$ cat config.mk
export PLATFORM = sky130hd
export DESIGN_NAME = ex_stage
export DESIGN_NICKNAME = d
export VERILOG_FILES = /design/src/verilog/ex_pkg.sv /design/src/verilog/ex_alu.sv /design/src/verilog/ex_branch_unit.sv /design/src/verilog/ex_complete_queue.sv /design/src/verilog/ex_mult_stage.sv /design/src/verilog/ex_multiplier.sv /design/src/verilog/ex_operand_select.sv /design/src/verilog/ex_stage.sv
export SDC_FILE = /design/constraint.sdc
export NUM_CORES = 2
export LEC_CHECK = 0
export CELL_PAD_IN_SITES_DETAIL_PLACEMENT = 0
export CELL_PAD_IN_SITES_GLOBAL_PLACEMENT = 1
export CORE_UTILIZATION = 47
export CTS_CLUSTER_DIAMETER = 80
export CTS_CLUSTER_SIZE = 40
export DETAILED_ROUTE_END_ITERATION = 16
export DONT_BUFFER_PORTS = 1
export GPL_ROUTABILITY_DRIVEN = 0
export PLACE_DENSITY = 0.9
export SLEW_MARGIN = 25
export SYNTH_ARGS = -nofsm -noshare
export SYNTH_HDL_FRONTEND = slang
export SYNTH_SLANG_ARGS = --single-unit
$ cat constraint.sdc
create_clock -name clock -period 7.8 [get_ports clock]
set_clock_uncertainty 0.2 [all_clocks]
set_input_delay 0 -clock clock [delete_from_list [all_inputs] [get_ports clock]]
set_output_delay 0 -clock clock [all_outputs]
set_load 0.02 [all_outputs]
$ cat src/verilog/ex_pkg.sv
`default_nettype none

package ex_pkg;

	////////////////////////////////////////////////////////////////////////////
	// widths and sizes
	////////////////////////////////////////////////////////////////////////////

	localparam int XLEN           = 32;
	localparam int TAG_BITS       = 6;                      // physical register tag
	localparam int NUM_STAGE      = 4;                      // multiplier pipeline depth
	localparam int MULT_BITS      = 2 * XLEN / NUM_STAGE;   // multiplier bits per stage
	localparam int COMPLETE_DEPTH = 8;                      // power of two, pointers wrap

	typedef logic [XLEN-1:0]     xlen_t;
	typedef logic [2*XLEN-1:0]   wide_t;   // full product
	typedef logic [TAG_BITS-1:0] tag_t;    // tag 0 never writes back

	////////////////////////////////////////////////////////////////////////////
	// encodings
	////////////////////////////////////////////////////////////////////////////

	typedef enum logic [1:0] {
		EXEC_ALU    = 2'd0,
		EXEC_MULT   = 2'd1,
		EXEC_BRANCH = 2'd2
	} exec_unit_e;

	typedef enum logic [3:0] {
		ALU_ADD  = 4'd0,
		ALU_SUB  = 4'd1,
		ALU_AND  = 4'd2,
		ALU_OR   = 4'd3,
		ALU_XOR  = 4'd4,
		ALU_SLT  = 4'd5,
		ALU_SLTU = 4'd6,
		ALU_SLL  = 4'd7,
		ALU_SRL  = 4'd8,
		ALU_SRA  = 4'd9
	} alu_func_e;

	typedef enum logic [1:0] {
		MUL    = 2'd0,   // low word
		MULH   = 2'd1,   // signed x signed, high word
		MULHSU = 2'd2,   // signed rs1 x unsigned rs2
		MULHU  = 2'd3
	} mult_func_e;

	typedef enum logic [1:0] {
		OPA_IS_RS1  = 2'd0,
		OPA_IS_NPC  = 2'd1,
		OPA_IS_PC   = 2'd2,
		OPA_IS_ZERO = 2'd3
	} opa_sel_e;

	typedef enum logic [2:0] {
		OPB_IS_RS2   = 3'd0,
		OPB_IS_I_IMM = 3'd1,
		OPB_IS_S_IMM = 3'd2,
		OPB_IS_B_IMM = 3'd3,
		OPB_IS_U_IMM = 3'd4,
		OPB_IS_J_IMM = 3'd5
	} opb_sel_e;

endpackage

`default_nettype wire

$ cat src/verilog/ex_alu.sv
`timescale 1ns/1ps
`default_nettype none

module ex_alu (
	input  ex_pkg::xlen_t     op_a,
	input  ex_pkg::xlen_t     op_b,
	input  ex_pkg::alu_func_e func,
	output ex_pkg::xlen_t     result
);

	logic [4:0] shamt;

	assign shamt = op_b[4:0]; // RV32 shifts use five bits

	always_comb begin
		case (func)
			ex_pkg::ALU_ADD:  result = op_a + op_b;
			ex_pkg::ALU_SUB:  result = op_a - op_b;
			ex_pkg::ALU_AND:  result = op_a & op_b;
			ex_pkg::ALU_OR:   result = op_a | op_b;
			ex_pkg::ALU_XOR:  result = op_a ^ op_b;
			ex_pkg::ALU_SLT:  result = ex_pkg::xlen_t'($signed(op_a) < $signed(op_b));
			ex_pkg::ALU_SLTU: result = ex_pkg::xlen_t'(op_a < op_b);
			ex_pkg::ALU_SLL:  result = op_a << shamt;
			ex_pkg::ALU_SRL:  result = op_a >> shamt;
			ex_pkg::ALU_SRA:  result = $signed(op_a) >>> shamt; // keeps sign bit
			default:          result = 32'hfacebeec;
		endcase
	end

endmodule

`default_nettype wire

$ cat src/verilog/ex_branch_unit.sv
`timescale 1ns/1ps
`default_nettype none

module ex_branch_unit (
	input  logic          clock,
	input  logic          reset,
	input  logic          start,
	input  logic [2:0]    funct3,
	input  ex_pkg::xlen_t rs1,
	input  ex_pkg::xlen_t rs2,
	input  ex_pkg::xlen_t op_a,
	input  ex_pkg::xlen_t op_b,
	input  logic          cond_branch,
	input  logic          uncond_branch,
	output logic          branch_valid,
	output logic          take_branch,
	output ex_pkg::xlen_t branch_target
);

	logic cond;
	logic take_next;

	always_comb begin
		case (funct3)
			3'b000:  cond = (rs1 == rs2);                   // beq
			3'b001:  cond = (rs1 != rs2);                   // bne
			3'b100:  cond = ($signed(rs1) < $signed(rs2));  // blt
			3'b101:  cond = ($signed(rs1) >= $signed(rs2)); // bge
			3'b110:  cond = (rs1 < rs2);                    // bltu
			3'b111:  cond = (rs1 >= rs2);                   // bgeu
			default: cond = 1'b0;
		endcase
	end

	// jumps always go, conditional ones only on a true compare
	assign take_next = start && (uncond_branch || (cond_branch && cond));

	always_ff @(posedge clock) begin
		if (reset) begin
			branch_valid <= 1'b0;
			take_branch  <= 1'b0;
		end else begin
			branch_valid <= start;
			take_branch  <= take_next;
		end
	end

	always_ff @(posedge clock) begin
		branch_target <= op_a + op_b;
	end

endmodule

`default_nettype wire

$ cat src/verilog/ex_complete_queue.sv
`timescale 1ns/1ps
`default_nettype none

module ex_complete_queue (
	input  logic          clock,
	input  logic          reset,
	input  logic          mult_done,
	input  ex_pkg::tag_t  mult_tag,
	input  ex_pkg::xlen_t mult_result,
	input  logic          local_valid,
	input  ex_pkg::tag_t  local_tag,
	input  ex_pkg::xlen_t local_result,
	output logic          complete_valid,
	output ex_pkg::tag_t  complete_tag,
	output ex_pkg::xlen_t complete_result,
	output logic          reg_wr_en
);

	ex_pkg::tag_t  tag_mem    [ex_pkg::COMPLETE_DEPTH];
	ex_pkg::xlen_t result_mem [ex_pkg::COMPLETE_DEPTH];

	logic [$clog2(ex_pkg::COMPLETE_DEPTH)-1:0]   head, tail;
	logic [$clog2(ex_pkg::COMPLETE_DEPTH)-1:0]   local_slot;
	logic [$clog2(ex_pkg::COMPLETE_DEPTH+1)-1:0] count;
	logic                                        push_mult, push_local, pop;
	logic [1:0]                                  num_push;

	// tag 0 results are dropped here
	assign push_mult  = mult_done && (mult_tag != '0);
	assign push_local = local_valid && (local_tag != '0);
	assign num_push   = {1'b0, push_mult} + {1'b0, push_local};
	assign pop        = (count != '0);

	// multiplier takes the first free slot when both arrive
	assign local_slot = push_mult ? tail + 1'b1 : tail;

	////////////////////////////////////////////////////////////////////////////
	// storage
	////////////////////////////////////////////////////////////////////////////

	always_ff @(posedge clock) begin
		if (push_mult) begin
			tag_mem[tail]    <= mult_tag;
			result_mem[tail] <= mult_result;
		end
		if (push_local) begin
			tag_mem[local_slot]    <= local_tag;
			result_mem[local_slot] <= local_result;
		end
	end

	////////////////////////////////////////////////////////////////////////////
	// pointers, occupancy and registered head
	////////////////////////////////////////////////////////////////////////////

	always_ff @(posedge clock) begin
		if (reset) begin
			head           <= '0;
			tail           <= '0;
			count          <= '0;
			complete_valid <= 1'b0;
		end else begin
			head           <= head + pop;      // wraps at the power-of-two depth
			tail           <= tail + num_push;
			count          <= count + num_push - pop;
			complete_valid <= pop;
		end
	end

	always_ff @(posedge clock) begin
		if (pop) begin
			complete_tag    <= tag_mem[head];
			complete_result <= result_mem[head];
		end
	end

	assign reg_wr_en = complete_valid && (complete_tag != '0);

endmodule

`default_nettype wire

$ cat src/verilog/ex_mult_stage.sv
`timescale 1ns/1ps
`default_nettype none

module ex_mult_stage (
	input  logic               clock,
	input  logic               reset,
	input  logic               start,
	input  ex_pkg::wide_t      mcand_in,
	input  ex_pkg::wide_t      mplier_in,
	input  ex_pkg::wide_t      product_in,
	input  ex_pkg::tag_t       tag_in,
	input  ex_pkg::mult_func_e func_in,
	output logic               done,
	output ex_pkg::wide_t      mcand_out,
	output ex_pkg::wide_t      mplier_out,
	output ex_pkg::wide_t      product_out,
	output ex_pkg::tag_t       tag_out,
	output ex_pkg::mult_func_e func_out
);

	ex_pkg::wide_t partial;

	// one slice of the multiplier against the whole multiplicand
	assign partial = mplier_in[ex_pkg::MULT_BITS-1:0] * mcand_in;

	always_ff @(posedge clock) begin
		product_out <= product_in + partial;
		mcand_out   <= mcand_in << ex_pkg::MULT_BITS;
		mplier_out  <= mplier_in >> ex_pkg::MULT_BITS; // next slice moves down
	end

	always_ff @(posedge clock) begin
		if (reset) begin
			done     <= 1'b0;
			tag_out  <= '0;
			func_out <= ex_pkg::MUL;
		end else begin
			done     <= start;
			tag_out  <= tag_in;
			func_out <= func_in;
		end
	end

endmodule

`default_nettype wire

$ cat src/verilog/ex_multiplier.sv
`timescale 1ns/1ps
`default_nettype none

module ex_multiplier (
	input  logic               clock,
	input  logic               reset,
	input  logic               start,
	input  ex_pkg::mult_func_e func,
	input  ex_pkg::xlen_t      mcand,
	input  ex_pkg::xlen_t      mplier,
	input  ex_pkg::tag_t       tag_in,
	output logic               done,
	output ex_pkg::xlen_t      product,
	output ex_pkg::tag_t       tag_out
);

	logic               mcand_signed, mplier_signed;
	ex_pkg::wide_t      mcand_chain   [ex_pkg::NUM_STAGE+1];
	ex_pkg::wide_t      mplier_chain  [ex_pkg::NUM_STAGE+1];
	ex_pkg::wide_t      product_chain [ex_pkg::NUM_STAGE+1];
	ex_pkg::tag_t       tag_chain     [ex_pkg::NUM_STAGE+1];
	ex_pkg::mult_func_e func_chain    [ex_pkg::NUM_STAGE+1];
	logic               done_chain    [ex_pkg::NUM_STAGE+1];

	// rs1 is signed except for mulhu, rs2 only for mul and mulh
	assign mcand_signed  = (func != ex_pkg::MULHU);
	assign mplier_signed = (func == ex_pkg::MUL) || (func == ex_pkg::MULH);

	assign mcand_chain[0]   = {{ex_pkg::XLEN{mcand_signed && mcand[ex_pkg::XLEN-1]}}, mcand};
	assign mplier_chain[0]  = {{ex_pkg::XLEN{mplier_signed && mplier[ex_pkg::XLEN-1]}}, mplier};
	assign product_chain[0] = '0;
	assign tag_chain[0]     = tag_in;
	assign func_chain[0]    = func;
	assign done_chain[0]    = start;

	for (genvar i = 0; i < ex_pkg::NUM_STAGE; i++) begin : g_stage
		ex_mult_stage u_mult_stage (
			.clock       (clock),
			.reset       (reset),
			.start       (done_chain[i]),
			.mcand_in    (mcand_chain[i]),
			.mplier_in   (mplier_chain[i]),
			.product_in  (product_chain[i]),
			.tag_in      (tag_chain[i]),
			.func_in     (func_chain[i]),
			.done        (done_chain[i+1]),
			.mcand_out   (mcand_chain[i+1]),
			.mplier_out  (mplier_chain[i+1]),
			.product_out (product_chain[i+1]),
			.tag_out     (tag_chain[i+1]),
			.func_out    (func_chain[i+1])
		);
	end

	////////////////////////////////////////////////////////////////////////////
	// result word chosen by the function that rode along with the operands
	////////////////////////////////////////////////////////////////////////////

	assign done    = done_chain[ex_pkg::NUM_STAGE];
	assign tag_out = tag_chain[ex_pkg::NUM_STAGE];
	assign product = (func_chain[ex_pkg::NUM_STAGE] == ex_pkg::MUL)
		? product_chain[ex_pkg::NUM_STAGE][ex_pkg::XLEN-1:0]
		: product_chain[ex_pkg::NUM_STAGE][2*ex_pkg::XLEN-1:ex_pkg::XLEN];

endmodule

`default_nettype wire

$ cat src/verilog/ex_operand_select.sv
`timescale 1ns/1ps
`default_nettype none

module ex_operand_select (
	input  logic                 issue_valid,
	input  ex_pkg::exec_unit_e   issue_unit,
	input  ex_pkg::opa_sel_e     issue_opa_sel,
	input  ex_pkg::opb_sel_e     issue_opb_sel,
	input  ex_pkg::xlen_t        issue_inst,
	input  ex_pkg::xlen_t        issue_pc,
	input  ex_pkg::xlen_t        issue_npc,
	input  ex_pkg::xlen_t        issue_rs1_value,
	input  ex_pkg::xlen_t        issue_rs2_value,
	output ex_pkg::xlen_t        op_a,
	output ex_pkg::xlen_t        op_b,
	output logic                 alu_start,
	output logic                 branch_start,
	output logic                 mult_start
);

	ex_pkg::xlen_t i_imm, s_imm, b_imm, u_imm, j_imm;

	// RV32 immediate formats, all sign extended from bit 31
	assign i_imm = {{21{issue_inst[31]}}, issue_inst[30:20]};
	assign s_imm = {{21{issue_inst[31]}}, issue_inst[30:25], issue_inst[11:7]};
	assign b_imm = {{20{issue_inst[31]}}, issue_inst[7], issue_inst[30:25],
		issue_inst[11:8], 1'b0};
	assign u_imm = {issue_inst[31:12], 12'b0};
	assign j_imm = {{12{issue_inst[31]}}, issue_inst[19:12], issue_inst[20],
		issue_inst[30:21], 1'b0};

	always_comb begin
		case (issue_opa_sel)
			ex_pkg::OPA_IS_RS1:  op_a = issue_rs1_value;
			ex_pkg::OPA_IS_NPC:  op_a = issue_npc;
			ex_pkg::OPA_IS_PC:   op_a = issue_pc;
			ex_pkg::OPA_IS_ZERO: op_a = '0;
			default:             op_a = 32'hdeadfbac; // bad select marker
		endcase
	end

	always_comb begin
		case (issue_opb_sel)
			ex_pkg::OPB_IS_RS2:   op_b = issue_rs2_value;
			ex_pkg::OPB_IS_I_IMM: op_b = i_imm;
			ex_pkg::OPB_IS_S_IMM: op_b = s_imm;
			ex_pkg::OPB_IS_B_IMM: op_b = b_imm;
			ex_pkg::OPB_IS_U_IMM: op_b = u_imm;
			ex_pkg::OPB_IS_J_IMM: op_b = j_imm;
			default:              op_b = 32'hfacefeed;
		endcase
	end

	// one strobe per valid issue
	assign alu_start    = issue_valid && (issue_unit == ex_pkg::EXEC_ALU);
	assign branch_start = issue_valid && (issue_unit == ex_pkg::EXEC_BRANCH);
	assign mult_start   = issue_valid && (issue_unit == ex_pkg::EXEC_MULT);

endmodule

`default_nettype wire

$ cat src/verilog/ex_stage.sv
`timescale 1ns/1ps
`default_nettype none

module ex_stage (
	input  logic               clock,
	input  logic               reset,
	// issue
	input  logic               issue_valid,
	input  ex_pkg::exec_unit_e issue_unit,
	input  ex_pkg::alu_func_e  issue_alu_func,
	input  ex_pkg::mult_func_e issue_mult_func,
	input  ex_pkg::opa_sel_e   issue_opa_sel,
	input  ex_pkg::opb_sel_e   issue_opb_sel,
	input  ex_pkg::xlen_t      issue_inst,
	input  ex_pkg::xlen_t      issue_pc,
	input  ex_pkg::xlen_t      issue_npc,
	input  ex_pkg::xlen_t      issue_rs1_value,
	input  ex_pkg::xlen_t      issue_rs2_value,
	input  ex_pkg::tag_t       issue_dest_tag,
	input  logic               issue_cond_branch,
	input  logic               issue_uncond_branch,
	// writeback
	output logic               complete_valid,
	output ex_pkg::tag_t       complete_tag,
	output ex_pkg::xlen_t      complete_result,
	output logic               reg_wr_en,
	// branch resolution, one cycle after issue
	output logic               branch_valid,
	output logic               take_branch,
	output ex_pkg::xlen_t      branch_target
);

	ex_pkg::xlen_t op_a, op_b;
	ex_pkg::xlen_t alu_result;
	ex_pkg::xlen_t local_result;
	ex_pkg::xlen_t mult_result;
	ex_pkg::tag_t  mult_tag;
	logic          alu_start, branch_start, mult_start;
	logic          local_valid;
	logic          mult_done;

	ex_operand_select u_operand_select (
		.issue_valid     (issue_valid),
		.issue_unit      (issue_unit),
		.issue_opa_sel   (issue_opa_sel),
		.issue_opb_sel   (issue_opb_sel),
		.issue_inst      (issue_inst),
		.issue_pc        (issue_pc),
		.issue_npc       (issue_npc),
		.issue_rs1_value (issue_rs1_value),
		.issue_rs2_value (issue_rs2_value),
		.op_a            (op_a),
		.op_b            (op_b),
		.alu_start       (alu_start),
		.branch_start    (branch_start),
		.mult_start      (mult_start)
	);

	ex_alu u_alu (
		.op_a   (op_a),
		.op_b   (op_b),
		.func   (issue_alu_func),
		.result (alu_result)
	);

	ex_branch_unit u_branch_unit (
		.clock         (clock),
		.reset         (reset),
		.start         (branch_start),
		.funct3        (issue_inst[14:12]),
		.rs1           (issue_rs1_value),
		.rs2           (issue_rs2_value),
		.op_a          (op_a),
		.op_b          (op_b),
		.cond_branch   (issue_cond_branch),
		.uncond_branch (issue_uncond_branch),
		.branch_valid  (branch_valid),
		.take_branch   (take_branch),
		.branch_target (branch_target)
	);

	ex_multiplier u_multiplier (
		.clock   (clock),
		.reset   (reset),
		.start   (mult_start),
		.func    (issue_mult_func),
		.mcand   (issue_rs1_value),
		.mplier  (issue_rs2_value),
		.tag_in  (issue_dest_tag),
		.done    (mult_done),
		.product (mult_result),
		.tag_out (mult_tag)
	);

	// alu and branch share the same-cycle queue input, branch links npc
	assign local_valid  = alu_start || branch_start;
	assign local_result = branch_start ? issue_npc : alu_result;

	ex_complete_queue u_complete_queue (
		.clock           (clock),
		.reset           (reset),
		.mult_done       (mult_done),
		.mult_tag        (mult_tag),
		.mult_result     (mult_result),
		.local_valid     (local_valid),
		.local_tag       (issue_dest_tag),
		.local_result    (local_result),
		.complete_valid  (complete_valid),
		.complete_tag    (complete_tag),
		.complete_result (complete_result),
		.reg_wr_en       (reg_wr_en)
	);

endmodule

`default_nettype wire
After elaboration in Yosys (flattened, before gate mapping)
Memories as Yosys holds them, arrays and structs flattened. A register that Yosys moved wholly into a read port is not among the register bits.
Index checks and enable logic that the tools add are counted.
{"block": "op_classes", "addsub": 11, "mul": 4, "magnitude_cmp": 6, "eq_ne": 28, "shift": 3, "muxes": 11, "n_bitwise": 3, "n_reduce_logical": 24}
{"cell": "$pmux W32 S10", "n": 1}
{"cell": "$add A64 B64 Y64", "n": 3}
{"cell": "$pmux W32 S6", "n": 1}
{"cell": "$lt A32 B32 Y1", "n": 4}
{"cell": "$pmux W32 S4", "n": 1}
{"cell": "$ge A32 B32 Y1", "n": 2}
{"cell": "$mux W32", "n": 2}
{"cell": "$mul A17 B33 Y50", "n": 1}
{"cell": "$mul A16 B48 Y48", "n": 1}
{"cell": "$add A32 B32 Y32", "n": 1}
{"cell": "$and A32 B32 Y32", "n": 1}
{"cell": "$eq A32 B32 Y1", "n": 1}
{"cell": "$mul A16 B32 Y32", "n": 1}
{"cell": "$ne A32 B32 Y1", "n": 1}
{"cell": "$or A32 B32 Y32", "n": 1}
{"cell": "$shl A32 B5 Y32", "n": 1}
{"cell": "$shr A32 B5 Y32", "n": 1}
{"cell": "$sshr A32 B5 Y32", "n": 1}
{"cell": "$sub A32 B32 Y32", "n": 1}
{"cell": "$xor A32 B32 Y32", "n": 1}
{"cell": "$eq A3 B3 Y1 const B", "n": 6}
{"cell": "$reduce_bool A6 Y1", "n": 3}
{"cell": "$eq A4 B3 Y1 const B", "n": 4}
{"cell": "$mul A1 B16 Y16", "n": 1}
{"cell": "other kinds (23)", "n": 49}
{"block": "word_totals", "reg_bits": 437, "mem_bits_rw": 304, "inputBits": 184, "output_inout_bits": 74, "n_memories": 2}
{"memory": "u_complete_queue.result_mem", "words": 8, "word_bits": 32, "read_ports": 1, "rd_ports_with_merged_regs": 1, "write_ports": 2, "line_no": "ex_complete_queue.sv:20", "text": "ex_pkg::xlen_t result_mem [ex_pkg::COMPLETE_DEPTH];"}
{"memory": "u_complete_queue.tag_mem", "words": 8, "word_bits": 6, "read_ports": 1, "rd_ports_with_merged_regs": 1, "write_ports": 2, "line_no": "ex_complete_queue.sv:19", "text": "ex_pkg::tag_t tag_mem [ex_pkg::COMPLETE_DEPTH];"}

Logic depth before layout (Yosys ltp)
{"block": "depth", "word_depth": 7, "ltp_mapped": 37, "ltp_nobuf": 36}

By module
Synthesis repeated with hierarchy kept, for this count alone.
{"block": "unflattened", "hier_cells": 17628, "hier_area_um2": 162131.7}
{"module": "ex_mult_stage (u_multiplier.g_stage[0].u_mult_stage ...)", "n_inst": 3, "cells_each": 3688, "area_each_um2": 32690.1, "seq_area_each_um2": 3383.2}
{"module": "ex_mult_stage (u_multiplier.g_stage[3].u_mult_stage)", "n_inst": 1, "cells_each": 3656, "area_each_um2": 32518.7, "seq_area_each_um2": 3383.2}
{"module": "ex_complete_queue", "n_inst": 1, "cells_each": 916, "area_each_um2": 17136.4, "seq_area_each_um2": 10490.1}
{"module": "ex_alu", "n_inst": 1, "cells_each": 1282, "area_each_um2": 8773.4, "seq_area_each_um2": 0.0}
{"module": "ex_branch_unit", "n_inst": 1, "cells_each": 399, "area_each_um2": 3236.9, "seq_area_each_um2": 680.7}
{"module": "ex_operand_select", "n_inst": 1, "cells_each": 235, "area_each_um2": 1411.4, "seq_area_each_um2": 0.0}
{"module": "ex_stage", "n_inst": 1, "cells_each": 37, "area_each_um2": 546.8, "seq_area_each_um2": 0.0}
{"module": "ex_multiplier", "n_inst": 1, "cells_each": 39, "area_each_um2": 437.9, "seq_area_each_um2": 0.0}

Least setup slack after synthesis
No wires, ideal clock.
{"block": "synth_path", "path_kind": "reg2reg", "startpoint": "register u_multiplier.g_stage[0].u_mult_stage.mcand_out[30]", "endpoint": "register u_multiplier.g_stage[1].u_mult_stage.product_out[56]", "setup_time_ps": 118, "t_arrival_ps": 7903, "required_time_ps": 7482, "setup_slack_ps": -421, "stages_incl_launch_ff": 35, "synth_period_minus_slack_ps": 8221, "path_cell_list": "dfxtp_1 -> clkbuf_1 -> nand2_1 -> fa_1 -> inv_1 -> fa_1 -> inv_1 -> fa_1 -> inv_1 -> fa_1 -> fa_1 -> inv_1 -> fa_1 -> inv_1 -> ha_1 -> nand4_1 -> a21oi_1 -> o21ai_0 -> o21ba_2 -> o41ai_1 -> nor2b_1 -> o21ai_0 -> nand2b_1 -> a21o_1 -> a21oi_1 -> xnor2_1 -> ha_1 -> and2_1 -> a221oi_1 -> o21ai_0 -> o21ai_0 -> a31oi_1 -> or2_2 -> a221o_1 -> xor2_1"}
{"block": "synth_between", "elab_chain_cells": 2}
{"item": "start: declaration", "line_no": "ex_mult_stage.sv:14", "text": "output ex_pkg::wide_t mcand_out,"}
{"item": "start signal: assignment", "line_no": "ex_mult_stage.sv:28", "text": "mcand_out <= mcand_in << ex_pkg::MULT_BITS;"}
{"item": "$mul A16 B48 Y48", "line_no": "ex_mult_stage.sv:24", "text": "assign partial = mplier_in[ex_pkg::MULT_BITS-1:0] * mcand_in;"}
{"item": "$add A64 B64 Y64", "line_no": "ex_mult_stage.sv:27", "text": "product_out <= product_in + partial;"}
{"item": "end signal: assignment", "line_no": "ex_mult_stage.sv:27"}
{"item": "end: declaration", "line_no": "ex_mult_stage.sv:16", "text": "output ex_pkg::wide_t product_out,"}
Every way passes these cells.
A chain may end at the register's enable or synchronous reset.

Final worst setup path
{"block": "layout_path", "startpoint": "register u_multiplier.g_stage[0].u_mult_stage.mplier_out[4]", "endpoint": "register u_multiplier.g_stage[1].u_mult_stage.product_out[60]"}
{"block": "layout_between", "elab_chain_cells": 2}
{"item": "start: declaration", "line_no": "ex_mult_stage.sv:15", "text": "output ex_pkg::wide_t mplier_out,"}
{"item": "start signal: assignment", "line_no": "ex_mult_stage.sv:29", "text": "mplier_out <= mplier_in >> ex_pkg::MULT_BITS;"}
{"item": "$mul A16 B48 Y48", "line_no": "ex_mult_stage.sv:24"}
{"item": "$add A64 B64 Y64", "line_no": "ex_mult_stage.sv:27"}
Every way passes these cells.

==> impl_metrics.yaml <==
floorplanning:
  die_area_um2: 181000
  die_height_um: 425
  start_util_pct: 47.3
  std_cell_rows: 155
  floorplan.io_pins: 258
  core_area_um2: 178000
  die-width_um: 425
sta:
  rsz0062_at_grt: "true"
  max_slew_margin_pct: 15.3
  report.final.slew_viol_count: 0
  final.period_utilization_pct: 103
  clock.fmax_ghz: 0.125
  timing.final.hold_violations: 0
  worst_slew_pin_slew_ns: 1.27
  setup_viol_count_final: 9
  finalWorstSetupSlack_ns: -0.196
  fin_crit_period_ns: 8.00
setup_path:
  worstSetupEndpointType: "flop"
  timing_worst_setup_path_type: "reg2reg"
  critical-path-slowest-cell: "sky130_fd_sc_hd__fa_1"
  worst-r2r-cell-count: 38
  timing.critical_path.slowest_cell_delay_ns: 0.53
  worst-endpoint-arrival_ns: 8.45
  critical_path.reg2reg.startpoint: "u_multiplier.g_stage[0].u_mult_stage.mplier_out[4]$_DFF_P_"
  startpoint_type: "flop"
  r2r_setup_slack_ns: -0.20
  regToRegEndpoint: "u_multiplier.g_stage[1].u_mult_stage.product_out[60]$_DFF_P_"
  critical_path.most_common_cell: "sky130_fd_sc_hd__fa_1"
  required_ns: 8.25
  worstPathMaxFanout: 5
cells_and_area:
  fillerInstances: 15200
  final_cells: 11800
  nets: 11200
  layout.cells.most_common_list: "sky130_fd_sc_hd__inv_1 (1419), sky130_fd_sc_hd__fa_1 (1180), sky130_fd_sc_hd__nand2_1 (1050), sky130_fd_sc_hd__buf_4 (543), sky130_fd_sc_hd__nor2_1 (484)"
  seqCellArea_um2: 18800
  multi_input_comb_area_um2: 60100
  most_frequent_standard_cell_in_the_layout_excluding_fill_and_tap_cells: "sky130_fd_sc_hd__inv_1"
  area_delta_synth_final_pct: 14.7
  post_route_cells_drive_above_1_share_pct: 12.5
routing:
  drt_iter0_drc: 7963
  detailedRoute.firstPassIterationCount: 7
  post_drt_antenna_nets: 0
  wirelength_routed_mm: 277
  num_vias: 68800
  wl_per_cell_um: 23.5
  drc: 0
  detail_route.vias_per_cell: 5.84
synthesis:
  synth.yosys.seq_area_share_pct: 22.2
  synth_enable_flop_cells: 342
  netlist_area_um2: 84200
  synth_cells: 8863
  synth-seq-cells: 765
  async_flop_share_pct: 0
  syn_nets: 10800
  postSynth.topFlopCell: "sky130_fd_sc_hd__dfxtp_1"
  synth_warnings: 0
  synthDistinctLibCells: 102
  post_synth.cell_area_avg_um2: 9.50
min_path:
  holdPathEnd: "u_multiplier.g_stage[1].u_mult_stage.product_out[9]$_DFF_P_"
  hold_class: "reg2reg"
  hold_path_startpoint: "u_multiplier.g_stage[0].u_mult_stage.product_out[9]$_DFF_P_"
  hold_path_stages: 0
placed_design:
  detailedPlace.worstSlack_ns: -0.579
  placed_cells: 11300
  dpl.hpwl_mm: 202
  port_buffers: 0
outcome:
  failed_checks: "negative setup slack"
  outcome: "complete, but fails checks"
clocking:
  h-tree-depth: 2
  insertion_delay_ns: 0.71
  cts.clk_slew.worst_paths_ns: 0.13
  cts_num_sinks: 765
  tritoncts: "done"
  cts-root-buf: "sky130_fd_sc_hd__clkbuf_16"
  tritoncts_buffers: 49
  clockBufferDepth: 3
global_route:
  first_global_vias: 70700
  global_route_wire_length_before_repair_mm: 417
  overflow: 0
  initial_antenna_violation_count: 38
  largest_net_degree_at_the_start_of_global_routing: 78
  groute.usage.overall_pct: 30.1
run:
  cap_viol_max_count: 0
registers in the layout, indices dropped and copies added (netlist names), 8 cells and up:
signal / count
u_branch_unit.branch_target: 32
u_complete_queue.complete_result: 32
u_complete_queue.result_mem: 256
u_complete_queue.tag_mem: 48
u_multiplier.g_stage.u_mult_stage.func_out: 8
u_multiplier.g_stage.u_mult_stage.mcand_out: 81
u_multiplier.g_stage.u_mult_stage.mplier_out: 19
u_multiplier.g_stage.u_mult_stage.product_out: 242
u_multiplier.g_stage.u_mult_stage.tag_out: 24
critical path, delay by kind of cell (launching register included):
family / cells / cell delay, ns
and+or+nand+nor: 4 / 0.46
adders and majority gates: 8 / 3.53
AOI/OAI and AO/OA: 14 / 2.05
xor gates and xnor gates: 2 / 0.27
DFF: 1 / 0.37
buffers and inverters: 10 / 1.10
layer usage:
metal	share of wire, %	up-vias	global-route usage, %
met2	46	4088	48.8
met1	36	34100	37.2
li1	-	29600	-
met4	7.2	14	16.9
met5	0.030	-	0
met3	10	1036	6.62
cell type report:
class                           count  share of cell area [%]
Timing Repair Buffer              828                    7.40
Tap cell                         2355                    3.05
Clock buffer                       53                    1.32
Multi-Input combinational cell   6248                    62.2
Sequential cell                   765                    19.4
Inverter                         1447                    5.63
Antenna cell                       42                   0.109
Clock inverter                     38                   0.893
per-stage QoR:
| stage | setup TNS (ns) | hold WS, ns | cell area [µm²] | util [%] |
|---|---|---|---|---|
| after floorplan | -0.0244 | -0.172 | 84300 | - |
| after global placement | -3.32 | -0.170 | 89900 | 50.4 |
| after detailed placement | -5.25 | -0.170 | 89900 | 50.5 |
| after CTS | -0.788 | 0.00274 | 95000 | 53.3 |
| after global routing | -6.33 | 0.0104 | 96600 | 54.2 |
| final | -0.986 | 0.00255 | 96600 | 54.2 |
worst max-delay path by stage:
stage,startpoint,to
2_1_floorplan,u_multiplier.g_stage[0].u_mult_stage.mcand_out[30]$_DFF_P_,u_multiplier.g_stage[1].u_mult_stage.product_out[60]$_DFF_P_
3_3_place_gp,u_multiplier.g_stage[0].u_mult_stage.mcand_out[25]$_DFF_P_,u_multiplier.g_stage[1].u_mult_stage.product_out[60]$_DFF_P_
5_1_grt,u_multiplier.g_stage[0].u_mult_stage.mplier_out[4]$_DFF_P_,u_multiplier.g_stage[1].u_mult_stage.product_out[60]$_DFF_P_
3_5_place_dp,u_multiplier.g_stage[0].u_mult_stage.mcand_out[25]$_DFF_P_,u_multiplier.g_stage[1].u_mult_stage.product_out[62]$_DFF_P_
6_report,u_multiplier.g_stage[0].u_mult_stage.mplier_out[4]$_DFF_P_,u_multiplier.g_stage[1].u_mult_stage.product_out[60]$_DFF_P_
4_1_cts,u_multiplier.g_stage[0].u_mult_stage.mcand_out[23]$_DFF_P_,u_multiplier.g_stage[1].u_mult_stage.product_out[63]$_DFF_P_
cell usage after synthesis (48+ instances only):
library cell	instances	area, µm²
sky130_fd_sc_hd__clkbuf_1	336	1260
sky130_fd_sc_hd__a21o_1	124	931
sky130_fd_sc_hd__nor3_1	66	330
sky130_fd_sc_hd__inv_1	1444	5420
sky130_fd_sc_hd__mux2i_1	221	2210
sky130_fd_sc_hd__xor2_1	83	727
sky130_fd_sc_hd__nand2_1	1060	3980
sky130_fd_sc_hd__o21ai_0	237	1190
sky130_fd_sc_hd__o21a_1	58	435
sky130_fd_sc_hd__and2_1	465	2910
sky130_fd_sc_hd__nand3_1	69	345
sky130_fd_sc_hd__a21oi_1	517	2590
sky130_fd_sc_hd__mux4_2	83	1870
sky130_fd_sc_hd__nor2b_1	88	551
sky130_fd_sc_hd__dfxtp_1	423	8470
sky130_fd_sc_hd__xnor2_1	207	1810
sky130_fd_sc_hd__nor2_1	498	1870
sky130_fd_sc_hd__ha_1	510	6380
sky130_fd_sc_hd__nand2b_1	49	307
sky130_fd_sc_hd__mux2_2	55	619
sky130_fd_sc_hd__o21bai_1	50	375
sky130_fd_sc_hd__edfxtp_1	342	10300
sky130_fd_sc_hd__a211oi_1	48	360
sky130_fd_sc_hd__fa_1	1210	24200
cell families after synthesis:
group | after synthesis | share of synthesized area (%)
and+or+nand+nor | 2443 | 13.4
buffers and inverters | 1850 | 8.34
adders and majority gates | 1720 | 36.3
AOI/OAI and AO/OA | 1421 | 10.9
DFF | 765 | 22.2
muxes | 374 | 5.78
xor gates and xnor gates | 290 | 3.02
repair_timing:
action                                  4_1_cts  5_1_grt
endpoints found under the setup margin       21       34
gates cloned                                  0        2
endpoints found under the hold margin       459        8
pin swaps                                    84      179
setup buffers                                28       52
hold buffers                                219        3
gates resized for setup                     156      248
Power is left out: the tool's default activity adds up to more than one toggle a clock period on the data nets, which glitch-free logic cannot reach.
